## src/rtl/bootPkg.sv

```systemverilog
// Shared definitions for the boot loader.
// Holds the bus widths, the fixed job table with fill bytes and the
// refresh period. Modules take it by a wildcard import.

`default_nettype none

package bootPkg;

    // ------------------------------
    // Widths
    // ------------------------------
    localparam int unsigned ramAddrWidth = 18;
    localparam int unsigned ramCountWidth = 17;
    localparam int unsigned flashAddrWidth = 24;

    // ------------------------------
    // Job table
    // ------------------------------
    // BIOS copy from flash
    localparam logic [ramAddrWidth-1:0] biosDstAddr = 18'h00000;
    localparam logic [ramCountWidth-1:0] biosSize = 17'd32768;
    localparam logic [flashAddrWidth-1:0] biosSrcAddr = 24'h100000;

    // Cartridge ROM clear, only when requested
    localparam logic [ramAddrWidth-1:0] megaromAddr = 18'h10000;
    localparam logic [ramCountWidth-1:0] megaromSize = 17'd32768;
    localparam logic [7:0] megaromFill = 8'hFF;

    // Memory mapper clear
    localparam logic [ramAddrWidth-1:0] mapperAddr = 18'h20000;
    localparam logic [ramCountWidth-1:0] mapperSize = 17'd65536;
    localparam logic [7:0] mapperFill = 8'h00;

    // One refresh every this many writes
    localparam int unsigned refreshPeriod = 512;
    localparam int unsigned refreshCountWidth = 9;

    // Argument of the current job, a flash address or a fill byte
    typedef union packed {
        logic [flashAddrWidth-1:0] flashAddr;
        struct packed {
            logic [15:0] pad;
            logic [7:0] fillByte;
        } fill;
    } jobArg_u;

endpackage

`default_nettype wire

```

## src/rtl/flashReadIf.sv

```systemverilog
// Link from the control FSM to the flash reader.
// open and read each end with one opDone pulse; close has no answer.
// rdData holds the last byte read until the next read.

`default_nettype none

interface flashReadIf
    import bootPkg::*;
();
    logic open;
    logic close;
    jobArg_u arg;
    logic read;
    logic opDone;
    logic [7:0] rdData;

    modport ctrl (output open, close, arg, read, input opDone, rdData);
    modport reader (input open, close, arg, read, output opDone, rdData);
endinterface

`default_nettype wire

```

## src/rtl/ramWriteIf.sv

```systemverilog
// Link from the control FSM to the RAM writer.
// ctrl loads a region and strobes one write per byte; the writer
// reports when the region is used up and when each write is done.

`default_nettype none

interface ramWriteIf
    import bootPkg::*;
();
    logic load;
    logic [ramAddrWidth-1:0] base;
    logic [ramCountWidth-1:0] size;
    logic [7:0] wrData;
    logic write;
    logic empty;
    logic wrDone;

    modport ctrl (output load, base, size, wrData, write, input empty, wrDone);
    modport writer (input load, base, size, wrData, write, output empty, wrDone);
endinterface

`default_nettype wire

```

## src/rtl/bootControl.sv

```systemverilog
// Job sequencer of the boot loader.
// Runs the BIOS copy, the optional cartridge ROM clear and the mapper
// clear one byte at a time, then releases the system.

`default_nettype none

module bootControl
    import bootPkg::*;
(
    input  logic CLK,
    input  logic RESET_n,
    input  logic clearMegarom,
    output logic ready,
    output logic memoryHold,
    output logic ledOn,
    flashReadIf.ctrl flash,
    ramWriteIf.ctrl ram,
    output logic refreshRestart,
    output logic refreshCheck,
    input  logic refreshDone
);

    typedef enum logic [1:0] {jobBios, jobMegarom, jobMapper} job_e;
    typedef enum logic [2:0] {
        stLoad, stOpen, stNext, stRead, stRefresh, stWrite, stDone
    } state_e;

    state_e state;
    job_e job;
    jobArg_u jobArg;

    assign flash.arg = jobArg;
    // Copy takes the flash byte and fills take the byte from the argument
    assign ram.wrData = (job == jobBios) ? flash.rdData : jobArg.fill.fillByte;

    // Region and argument of the job about to start
    always_ff @(posedge CLK)
    begin
        if (state == stLoad)
        begin
            case (job)
                jobBios:
                begin
                    ram.base <= biosDstAddr;
                    ram.size <= biosSize;
                    jobArg.flashAddr <= biosSrcAddr;
                end
                jobMegarom:
                begin
                    ram.base <= megaromAddr;
                    ram.size <= megaromSize;
                    jobArg.fill.pad <= '0;
                    jobArg.fill.fillByte <= megaromFill;
                end
                default:
                begin
                    ram.base <= mapperAddr;
                    ram.size <= mapperSize;
                    jobArg.fill.pad <= '0;
                    jobArg.fill.fillByte <= mapperFill;
                end
            endcase
        end
    end

    always_ff @(posedge CLK or negedge RESET_n)
    begin
        if (!RESET_n)
        begin
            state <= stLoad;
            job <= jobBios;
            ready <= 1'b0;
            memoryHold <= 1'b1;
            ledOn <= 1'b1;
            ram.load <= 1'b0;
            ram.write <= 1'b0;
            flash.open <= 1'b0;
            flash.close <= 1'b0;
            flash.read <= 1'b0;
            refreshRestart <= 1'b0;
            refreshCheck <= 1'b0;
        end
        else
        begin
            // Strobes last one cycle
            ram.load <= 1'b0;
            ram.write <= 1'b0;
            flash.open <= 1'b0;
            flash.close <= 1'b0;
            flash.read <= 1'b0;
            refreshRestart <= 1'b0;
            refreshCheck <= 1'b0;

            case (state)
                stLoad:
                begin
                    ram.load <= 1'b1;
                    refreshRestart <= 1'b1;
                    flash.open <= (job == jobBios);
                    state <= stOpen;
                end
                // Fill jobs pass straight through, giving the writer a cycle to load
                stOpen:
                begin
                    if (job != jobBios || flash.opDone)
                        state <= stNext;
                end
                // ------------------------------
                // Per-byte steps
                // ------------------------------
                stNext:
                begin
                    if (ram.empty)
                    begin
                        case (job)
                            jobBios:
                            begin
                                flash.close <= 1'b1;
                                job <= clearMegarom ? jobMegarom : jobMapper;
                                state <= stLoad;
                            end
                            jobMegarom:
                            begin
                                job <= jobMapper;
                                state <= stLoad;
                            end
                            default:
                                state <= stDone;
                        endcase
                    end
                    else if (job == jobBios)
                    begin
                        flash.read <= 1'b1;
                        state <= stRead;
                    end
                    else
                    begin
                        refreshCheck <= 1'b1;
                        state <= stRefresh;
                    end
                end
                stRead:
                begin
                    if (flash.opDone)
                    begin
                        refreshCheck <= 1'b1;
                        state <= stRefresh;
                    end
                end
                stRefresh:
                begin
                    if (refreshDone)
                    begin
                        ram.write <= 1'b1;
                        state <= stWrite;
                    end
                end
                stWrite:
                begin
                    if (ram.wrDone)
                        state <= stNext;
                end
                stDone:
                begin
                    ready <= 1'b1;
                    memoryHold <= 1'b0;
                    ledOn <= 1'b0;
                end
                default:
                    state <= stLoad;
            endcase
        end
    end

    // Completions only arrive while the FSM waits for them
    assert property (@(posedge CLK) disable iff (!RESET_n)
        ram.wrDone |-> state == stWrite);

    assert property (@(posedge CLK) disable iff (!RESET_n)
        refreshDone |-> state == stRefresh);

endmodule

`default_nettype wire

```

## src/rtl/bootLoader.sv

```systemverilog
// Top level of the boot loader.
// Copies the BIOS from flash to RAM, clears the RAM regions and raises
// ready. Flash and RAM use strobe and ACK_n handshakes.

`default_nettype none

module bootLoader
    import bootPkg::*;
(
    input  logic CLK,
    input  logic RESET_n,
    input  logic clearMegarom,
    output logic ready,
    output logic memoryHold,
    output logic ledOn,
    output logic flashEnable_n,
    output logic flashReq_n,
    output logic [flashAddrWidth-1:0] flashAddress,
    input  logic flashAck_n,
    input  logic [7:0] flashData,
    output logic [ramAddrWidth-1:0] ramAddr,
    output logic [7:0] ramDin,
    output logic ramWe_n,
    output logic ramRfsh_n,
    input  logic ramAck_n
);

    ramWriteIf ramBus ();
    flashReadIf flashBus ();

    logic refreshRestart;
    logic refreshCheck;
    logic refreshDone;

    bootControl control (
        .CLK            (CLK),
        .RESET_n        (RESET_n),
        .clearMegarom   (clearMegarom),
        .ready          (ready),
        .memoryHold     (memoryHold),
        .ledOn          (ledOn),
        .flash          (flashBus.ctrl),
        .ram            (ramBus.ctrl),
        .refreshRestart (refreshRestart),
        .refreshCheck   (refreshCheck),
        .refreshDone    (refreshDone)
    );

    flashReader reader (
        .CLK           (CLK),
        .RESET_n       (RESET_n),
        .ctrl          (flashBus.reader),
        .flashEnable_n (flashEnable_n),
        .flashReq_n    (flashReq_n),
        .flashAddress  (flashAddress),
        .flashAck_n    (flashAck_n),
        .flashData     (flashData)
    );

    ramWriter writer (
        .CLK      (CLK),
        .RESET_n  (RESET_n),
        .ctrl     (ramBus.writer),
        .ramAddr  (ramAddr),
        .ramDin   (ramDin),
        .ramWe_n  (ramWe_n),
        .ramAck_n (ramAck_n)
    );

    // Write strobe goes in as well for the overlap check
    refreshScheduler refresh (
        .CLK            (CLK),
        .RESET_n        (RESET_n),
        .refreshRestart (refreshRestart),
        .refreshCheck   (refreshCheck),
        .refreshDone    (refreshDone),
        .ramRfsh_n      (ramRfsh_n),
        .ramAck_n       (ramAck_n),
        .ramWe_n        (ramWe_n)
    );

endmodule

`default_nettype wire

```

## src/rtl/flashReader.sv

```systemverilog
// Flash side of the boot loader.
// open latches the source address and holds enable low until close;
// each read runs one request handshake and keeps the returned byte.

`default_nettype none

module flashReader
    import bootPkg::*;
(
    input  logic CLK,
    input  logic RESET_n,
    flashReadIf.reader ctrl,
    output logic flashEnable_n,
    output logic flashReq_n,
    output logic [flashAddrWidth-1:0] flashAddress,
    input  logic flashAck_n,
    input  logic [7:0] flashData
);

    typedef enum logic [1:0] {stIdle, stWaitAck, stWaitRelease} state_e;

    state_e state;

    // Address and data only
    always_ff @(posedge CLK)
    begin
        if (state == stIdle && ctrl.open)
            flashAddress <= ctrl.arg.flashAddr;
        // Byte is valid while ACK_n is low on a read
        if (state == stWaitAck && !flashAck_n && !flashReq_n)
            ctrl.rdData <= flashData;
    end

    always_ff @(posedge CLK or negedge RESET_n)
    begin
        if (!RESET_n)
        begin
            state <= stIdle;
            flashEnable_n <= 1'b1;
            flashReq_n <= 1'b1;
            ctrl.opDone <= 1'b0;
        end
        else
        begin
            ctrl.opDone <= 1'b0;
            case (state)
                stIdle:
                begin
                    if (ctrl.close)
                        flashEnable_n <= 1'b1;
                    if (ctrl.open)
                    begin
                        flashEnable_n <= 1'b0;
                        state <= stWaitAck;
                    end
                    else if (ctrl.read)
                    begin
                        flashReq_n <= 1'b0;
                        state <= stWaitAck;
                    end
                end
                // Enable stays low here, only the request drops
                stWaitAck:
                begin
                    if (!flashAck_n)
                    begin
                        flashReq_n <= 1'b1;
                        state <= stWaitRelease;
                    end
                end
                stWaitRelease:
                begin
                    if (flashAck_n)
                    begin
                        ctrl.opDone <= 1'b1;
                        state <= stIdle;
                    end
                end
                default:
                    state <= stIdle;
            endcase
        end
    end

    assert property (@(posedge CLK) disable iff (!RESET_n)
        !flashReq_n |-> !flashEnable_n);

endmodule

`default_nettype wire

```

## src/rtl/ramWriter.sv

```systemverilog
// RAM write side of the boot loader.
// Keeps the running address and the bytes left in the region, and
// runs one write handshake per write strobe.

`default_nettype none

module ramWriter
    import bootPkg::*;
(
    input  logic CLK,
    input  logic RESET_n,
    ramWriteIf.writer ctrl,
    output logic [ramAddrWidth-1:0] ramAddr,
    output logic [7:0] ramDin,
    output logic ramWe_n,
    input  logic ramAck_n
);

    typedef enum logic [1:0] {stIdle, stWaitAck, stWaitRelease} state_e;

    state_e state;
    logic [ramAddrWidth-1:0] addr;
    logic [ramCountWidth-1:0] remaining;

    assign ramAddr = addr;
    assign ctrl.empty = (remaining == '0);

    // Address and data path
    always_ff @(posedge CLK)
    begin
        if (ctrl.load)
            addr <= ctrl.base;
        else if (state == stWaitRelease && ramAck_n)
            addr <= addr + 1'b1;
        if (state == stIdle && ctrl.write)
            ramDin <= ctrl.wrData;
    end

    always_ff @(posedge CLK or negedge RESET_n)
    begin
        if (!RESET_n)
        begin
            state <= stIdle;
            remaining <= '0;
            ramWe_n <= 1'b1;
            ctrl.wrDone <= 1'b0;
        end
        else
        begin
            ctrl.wrDone <= 1'b0;
            if (ctrl.load)
                remaining <= ctrl.size;
            case (state)
                stIdle:
                begin
                    if (ctrl.write)
                    begin
                        ramWe_n <= 1'b0;
                        state <= stWaitAck;
                    end
                end
                stWaitAck:
                begin
                    if (!ramAck_n)
                    begin
                        ramWe_n <= 1'b1;
                        state <= stWaitRelease;
                    end
                end
                // Count drops with the done pulse so empty is current
                stWaitRelease:
                begin
                    if (ramAck_n)
                    begin
                        remaining <= remaining - 1'b1;
                        ctrl.wrDone <= 1'b1;
                        state <= stIdle;
                    end
                end
                default:
                    state <= stIdle;
            endcase
        end
    end

    assert property (@(posedge CLK) disable iff (!RESET_n)
        ctrl.write |-> !ctrl.empty && state == stIdle);

endmodule

`default_nettype wire

```

## src/rtl/refreshScheduler.sv

```systemverilog
// RAM refresh pacing for the boot loader.
// Counts refresh checks and runs a refresh handshake on the first check
// of a job and on every refreshPeriod-th check after it.

`default_nettype none

module refreshScheduler
    import bootPkg::*;
(
    input  logic CLK,
    input  logic RESET_n,
    input  logic refreshRestart,
    input  logic refreshCheck,
    output logic refreshDone,
    output logic ramRfsh_n,
    input  logic ramAck_n,
    input  logic ramWe_n
);

    typedef enum logic [1:0] {stIdle, stWaitAck, stWaitRelease} state_e;

    state_e state;
    logic [refreshCountWidth-1:0] count;

    always_ff @(posedge CLK or negedge RESET_n)
    begin
        if (!RESET_n)
        begin
            state <= stIdle;
            count <= '0;
            ramRfsh_n <= 1'b1;
            refreshDone <= 1'b0;
        end
        else
        begin
            refreshDone <= 1'b0;
            case (state)
                stIdle:
                begin
                    if (refreshRestart)
                        count <= '0;
                    else if (refreshCheck)
                    begin
                        count <= (count == refreshCountWidth'(refreshPeriod - 1)) ?
                                 '0 : count + 1'b1;
                        // Refresh due on a wrap to zero
                        if (count == '0)
                        begin
                            ramRfsh_n <= 1'b0;
                            state <= stWaitAck;
                        end
                        else
                            refreshDone <= 1'b1;
                    end
                end
                stWaitAck:
                begin
                    if (!ramAck_n)
                    begin
                        ramRfsh_n <= 1'b1;
                        state <= stWaitRelease;
                    end
                end
                stWaitRelease:
                begin
                    if (ramAck_n)
                    begin
                        refreshDone <= 1'b1;
                        state <= stIdle;
                    end
                end
                default:
                    state <= stIdle;
            endcase
        end
    end

    // Refresh and write share the RAM, never both at once
    assert property (@(posedge CLK) disable iff (!RESET_n)
        !(!ramRfsh_n && !ramWe_n));

endmodule

`default_nettype wire

```

## config.mk

```make
export PLATFORM = sky130hd
export DESIGN_NAME = bootLoader
export DESIGN_NICKNAME = d
export VERILOG_FILES = /design/src/rtl/bootPkg.sv /design/src/rtl/flashReadIf.sv /design/src/rtl/ramWriteIf.sv /design/src/rtl/bootControl.sv /design/src/rtl/bootLoader.sv /design/src/rtl/flashReader.sv /design/src/rtl/ramWriter.sv /design/src/rtl/refreshScheduler.sv
export SDC_FILE = /design/constraint.sdc
export NUM_CORES = 1
export LEC_CHECK = 0
export BUFFER_PORTS_ARGS = -buffer_cell sky130_fd_sc_hd__buf_2
export CAP_MARGIN = 20
export CORE_ASPECT_RATIO = 0.6
export CORE_MARGIN = 2
export CORE_UTILIZATION = 25
export DETAILED_ROUTE_END_ITERATION = 16
export GPL_TIMING_DRIVEN = 0
export PLACE_DENSITY_LB_ADDON = 0.12
export SYNTH_ARGS = -nofsm -noshare
export SYNTH_HDL_FRONTEND = slang
export SYNTH_SLANG_ARGS = --single-unit
```

## constraint.sdc

```tcl
create_clock -name CLK -period 5.92 [get_ports CLK]
set_input_delay 0.592 -clock CLK [delete_from_list [all_inputs] [get_ports CLK]]
set_output_delay 0.592 -clock CLK [all_outputs]
set_load 0.03 [all_outputs]
```

Word level (Yosys, flattened, before mapping)
Cells that the tools add are included.
{"block": "word_totals", "ff_bits": 169, "input_bits": 13, "word_cells": 167}
{"block": "classes", "addsub": 3, "eq_ne": 31, "muxes": 69, "bitwise_logic": 1, "reduce_logical": 34}
{"op": "$mux 17", "count": 4}
{"op": "$pmux 21 s2", "count": 1}
{"op": "$mux 18", "count": 2}
{"op": "$pmux 18 s2", "count": 1}
{"op": "$mux 1", "count": 29}
{"op": "$mux 9", "count": 3}
{"op": "$mux 2", "count": 11}
{"op": "$ne 2x2->1 const B", "count": 11}
{"op": "$mux 3", "count": 7}
{"op": "$pmux 3 s7", "count": 1}
{"op": "$add 18x1->18 const B", "count": 1}
{"op": "$pmux 2 s3", "count": 3}
{"op": "$logic_not 17->1", "count": 1}
{"op": "$sub 17x1->17 const B", "count": 1}
{"op": "$reduce_bool 2->1", "count": 8}
{"op": "$reduce_and 5->1", "count": 3}
{"op": "$reduce_and 3->1", "count": 4}
{"op": "$ne 2x1->1 const B", "count": 5}
{"op": "$pmux 1 s2", "count": 5}
{"op": "$add 9x1->9 const B", "count": 1}
{"op": "$eq 3x3->1 const B", "count": 3}
{"op": "$eq 9x9->1 const B", "count": 1}
{"op": "$logic_not 9->1", "count": 1}
{"op": "$eq 2x1->1 const B", "count": 4}
{"op": "other kinds (15)", "count": 27}

Logic depth before layout (Yosys ltp)
{"block": "logic_depth", "word_depth": 5, "mapped_depth": 10, "depth_no_buf": 9}

Hierarchy
From an unflattened synthesis, not the netlist that was laid out.
{"block": "unflattened", "hier_cells": 503, "area_unflattened_um2": 5708.0}
{"module": "ramWriter", "instances": 1, "cells_per_inst": 243, "area_each_um2": 2498.6, "seq_area_each_um2": 1307.5}
{"module": "bootControl", "instances": 1, "cells_per_inst": 134, "area_each_um2": 1287.5, "seq_area_each_um2": 446.7}
{"module": "flashReader", "instances": 1, "cells_per_inst": 53, "area_each_um2": 1199.9, "seq_area_each_um2": 1088.5}
{"module": "refreshScheduler", "instances": 1, "cells_per_inst": 73, "area_each_um2": 721.9, "seq_area_each_um2": 326.6}

Least setup slack after synthesis
No wires, ideal clock.
{"block": "synth_path", "path_kind": "input -> register", "start": "input ramAck_n", "end": "register writer.addr[0] (netlist: writer.ramAddr[0]) (enable)", "setup_ns": 0.374, "arrival_ns": 1.900, "required_time_ns": 5.546, "path_slack_ns": 3.647, "stages": 6, "path_buffers": 2, "path_cell_list": "clkbuf_1 nand3b_1 inv_1 clkbuf_1 nor2_1 inv_1"}
{"block": "synth_between", "elab_chain_len": 2}
{"element": "start, declared", "line_no": "bootLoader.sv:25", "rtl": "input logic ramAck_n"}
{"element": "$logic_and 1x1->1", "line_no": "ramWriter.sv:33", "rtl": "else if (state == stWaitRelease && ramAck_n)"}
{"element": "$reduce_bool 2->1 (no line)"}
{"element": "end signal, assigned", "line_no": "ramWriter.sv:32", "rtl": "addr <= ctrl.base;"}
{"element": "end signal, assigned", "line_no": "ramWriter.sv:34", "rtl": "addr <= addr + 1'b1;"}
{"element": "end, declared", "line_no": "ramWriter.sv:22", "rtl": "logic [ramAddrWidth-1:0] addr;"}
Every way passes these cells.
A chain may end at the register's enable or synchronous reset.

Worst setup path in the final report
Same ends and word-level chain as after synthesis.

==> metrics.md <==
| Metric | Value |
|---|---|
| Final Slew Violations | 0 |
| Combinational group share of total power | 33.6% |
| Sequential standard cell area | 2509 µm² |
| Setup TNS | 0 ns |
| Post-synth cell types | 54 |
| TritonCTS clock tree | done |
| Critical path cell sequence | clkbuf_1 > nand3b_1 > inv_1 > clkbuf_1 > nor2_1 > inv_1 |
| Crit path kind | in -> reg |
| Min cycle time layout | 2.679 ns |
| Critical path launch point type | input pin |
| Number of setup buffers added after CTS | 0 |
| Cts hold-fix bufs | 0 |
| Crit path capture type | flop |
| Clock root cell | clkbuf_16 |
| Clock latency at the later pin of the worst-skew pair | 0.34 ns |
| Leakage | 2.248 nW |
| Initial antenna violation count | 0 |
| Reg-to-reg setup timing slack | 3.31 ns |
| Chip width | 176.7 µm |
| Unrepaired setup endpoints after global routing | false |
| Core ar. | 17310 µm² |
| CTS resizes | 0 |
| ANT cells | 0 |
| Final setup violation count | 0 |
| Mapped Area | 4476 µm² |
| FF-to-FF End | writer.ramAddr[0]$_SDFFCE_PP0P_ |
| Ratio of cells with drive above 1 in the final layout | 20.82% |
| Req. time, crit path | 5.88 ns |
| FMAX | 0.3733 GHz |
| Headroom to the max-slew limit | 39.37% |
| R2R depth | 5 |
| Worst Skew | 0.01514 ns |
| Placed Area | 5112 µm² |
| Largest net degree at the start of global routing | 28 |
| Outcome | finished clean |
| Via Count | 3370 |
| Vert. Die Dim | 107.6 µm |
| Post-synth EDFFs | 40 |
| Sw Ratio | 39.15% |
| DRT Pass-1 Iters | 4 |
| PwrDens | 433.5 nW/µm² |
| HPWL Detailed | 7323 µm |
| Fillers | 1803 |
| Peak supply drop | 0.1680 mV |
| Row count | 37 |
| Vias/cell | 4.505 |
| Async S/R FF share, synth | 56.52% |
| TritonCTS Sinks | 92 |
| Clk network pwr share | 24.9% |
| Largest stage delay on the critical path | 0.66 ns |
| Yosys warns | 0 |
| Per-cell routed wire length | 13.74 µm |
| Slowest cell on the critical path | inv_1 |
| Routability cong. | 0.7375 |
| GR Overflow Total | 0 |
| Final hold vios | 0 |
| Crit Reg-Reg Startpoint | writer.state[0]$_DFFE_PN0P_ |
| Crit path DAT | 2.64 ns |
| I/O pin count | 70 |
| Synthesis-to-finish area growth | 21.05% |
| # DRC | 0 |
| Routed wire length | 10280 µm |
| Area of the multi-input gates | 1722 µm² |
| Cell count after synthesis | 430 |
| Worst hold-check path type | in -> async |
| Max_cap viols | 0 |
| CTS Buf Count | 9 |
| Synth top area share | 26.84% |
| Seq pwr share | 41.5% |
| Cell area after layout | 5418 µm² |
| Starting Density | 25.85% |
| Tcrit/Tclk final | 45.25% |
| Total Nets Final | 528 |
| Net Sw Power | 919.4 µW |
| Clock transition at path regs | 0.08 ns |
| First-pass GRT wire length | 16810 µm |
| Syn Area/Cell | 10.41 µm² |
| Synth top area cells | edfxtp_1 27%, dfrtp_1 26%, nor2_1 4.4% |
| Clock tree buffer depth | 2 |
| Max H-tree Level | 3 |
| Area of the die | 19020 µm² |
| Maximum net fanout on the critical path | 19 |
| I/O Buffers | 53 |
| Top FF cell, synth | dfrtp_1 |
| Synth Register Bits | 92 |
| Global router's overall resource usage | 11.33% |
| ANT nets after route | 0 |
| Sequential area share after synthesis | 56.05% |
| Worst Max-Slew Pin Slew | 0.9011 ns |
| Final hold slack | 0.2617 ns |
| Iteration-0 DRC Markers | 249 |
| Synth area leader | edfxtp_1 |
| Vias in the first global route | 3197 |
| Cell Int Power | 1.429 mW |
| Final Core Density | 31.29% |
[worst max-delay path by stage]
stage	from	end	cells past startpoint
2_1_floorplan	ramAck_n	writer.ramAddr[0]$_SDFFCE_PP0P_	6
3_3_place_gp	ramAck_n	writer.ramAddr[5]$_SDFFCE_PP0P_	6
3_5_place_dp	ramAck_n	writer.ramAddr[7]$_SDFFCE_PP0P_	6
4_1_cts	ramAck_n	writer.ramAddr[0]$_SDFFCE_PP0P_	6
5_1_grt	ramAck_n	writer.ramAddr[16]$_DFFE_PP_	6
6_report	ramAck_n	writer.ramAddr[0]$_SDFFCE_PP0P_	6
[metrics by stage]
step                      setup WS, ns  instances  total power, mW
after floorplan                  3.647        444            1.549
after global placement           2.885        731            1.765
after detailed placement         2.835        732            1.783
after CTS                        3.181        748            2.378
after global routing             2.879        748            2.528
final                            3.241        748            2.348
[sequential cells by signal, summed over array words and instances, names as in the netlist, 2 cells and up]
name                 count
control.state            3
reader.state             2
reader.ctrl.rdData       8
writer.remaining        17
writer.ramDin            8
control.ram.size         2
writer.ramAddr          18
refresh.state            2
control.job              2
writer.state             2
reader.flashAddress      2
refresh.count            9
[cells in the final DEF, fill, tap and decap left out, types with 3 or more instances in the layout]
| cell | count |
|---|---|
| clkbuf_1 | 18 |
| and3_1 | 4 |
| buf_4 | 23 |
| dfrtp_1 | 47 |
| a31oi_1 | 3 |
| and4_1 | 3 |
| nand2_1 | 34 |
| or2_2 | 3 |
| o31ai_1 | 7 |
| conb_1 | 15 |
| xnor2_1 | 7 |
| nor2_1 | 53 |
| dfstp_2 | 5 |
| a22oi_1 | 3 |
| mux2i_1 | 3 |
| ha_1 | 6 |
| nor2b_1 | 5 |
| or4_1 | 3 |
| a21o_1 | 10 |
| o41ai_1 | 4 |
| nor4_1 | 9 |
| clkbuf_16 | 9 |
| o21ai_0 | 27 |
| edfxtp_1 | 40 |
| o211ai_1 | 3 |
| nand3_1 | 14 |
| inv_1 | 14 |
| xor2_1 | 7 |
| a21oi_1 | 16 |
| buf_2 | 53 |
| and2_1 | 4 |
| or3_1 | 4 |
| nand2b_1 | 7 |
| nand4_1 | 8 |
| nor3_1 | 5 |
[layer usage]
layer,wire (µm),vias up,GRT usage [%]
li1,-,1671,-
met1,5503,1622,16.93
met2,4247,70,15.82
met3,428,7,2.754
met4,99,0,3.601
met5,0,-,0
[critical path, delay by kind of cell]
family | cells | cell delay (ns)
buffers and inverters | 4 | 1.50
and+or+nand+nor | 2 | 0.55
[cell type report]
class | count | share of cell area, %
buffer | 42 | 4.642
clock buffer | 9 | 4.157
clock inverter | 7 | 1.478
inverter | 14 | 0.9700
multi-input combinational | 296 | 31.78
sequential | 92 | 46.30
tap | 234 | 5.404
timing repair buffer | 54 | 5.266
[synth_stat cells, types with 4 or more instances]
cell type,instances
nand2_1,34
edfxtp_1,40
dfrtp_1,47
inv_1,14
and2_1,4
or3_1,4
o31ai_1,7
xor2_1,7
nor4_1,9
xnor2_1,7
clkbuf_1,18
o21ai_0,27
dfstp_2,5
nand4_1,8
buf_4,23
and3_1,4
a21oi_1,16
nand2b_1,7
nand3_1,14
nor2_1,53
nor3_1,5
a21o_1,10
o41ai_1,4
nor2b_1,5
ha_1,6
[power groups by stage]
stage               clock (mW)  sequential [mW]  combinational (mW)
floorplan                    0             1.02               0.527
global placement             0            0.987               0.778
detailed placement           0            0.988               0.795
CTS                      0.603            0.976               0.798
global route             0.629            0.999               0.900
finish                   0.584            0.976               0.789
[cells by family after synthesis]
family / count (synthesis) / synth area share, %
muxes: 4 / 0.9226
adders and majority gates: 6 / 1.677
DFF: 92 / 56.05
AOI/OAI and AO/OA: 88 / 12.58
other: 1 / 0.08379
xor gates and xnor gates: 14 / 2.740
buffers and inverters: 56 / 6.793
and+or+nand+nor: 169 / 19.15
Note: power is estimated with default switching activity, not from simulation.
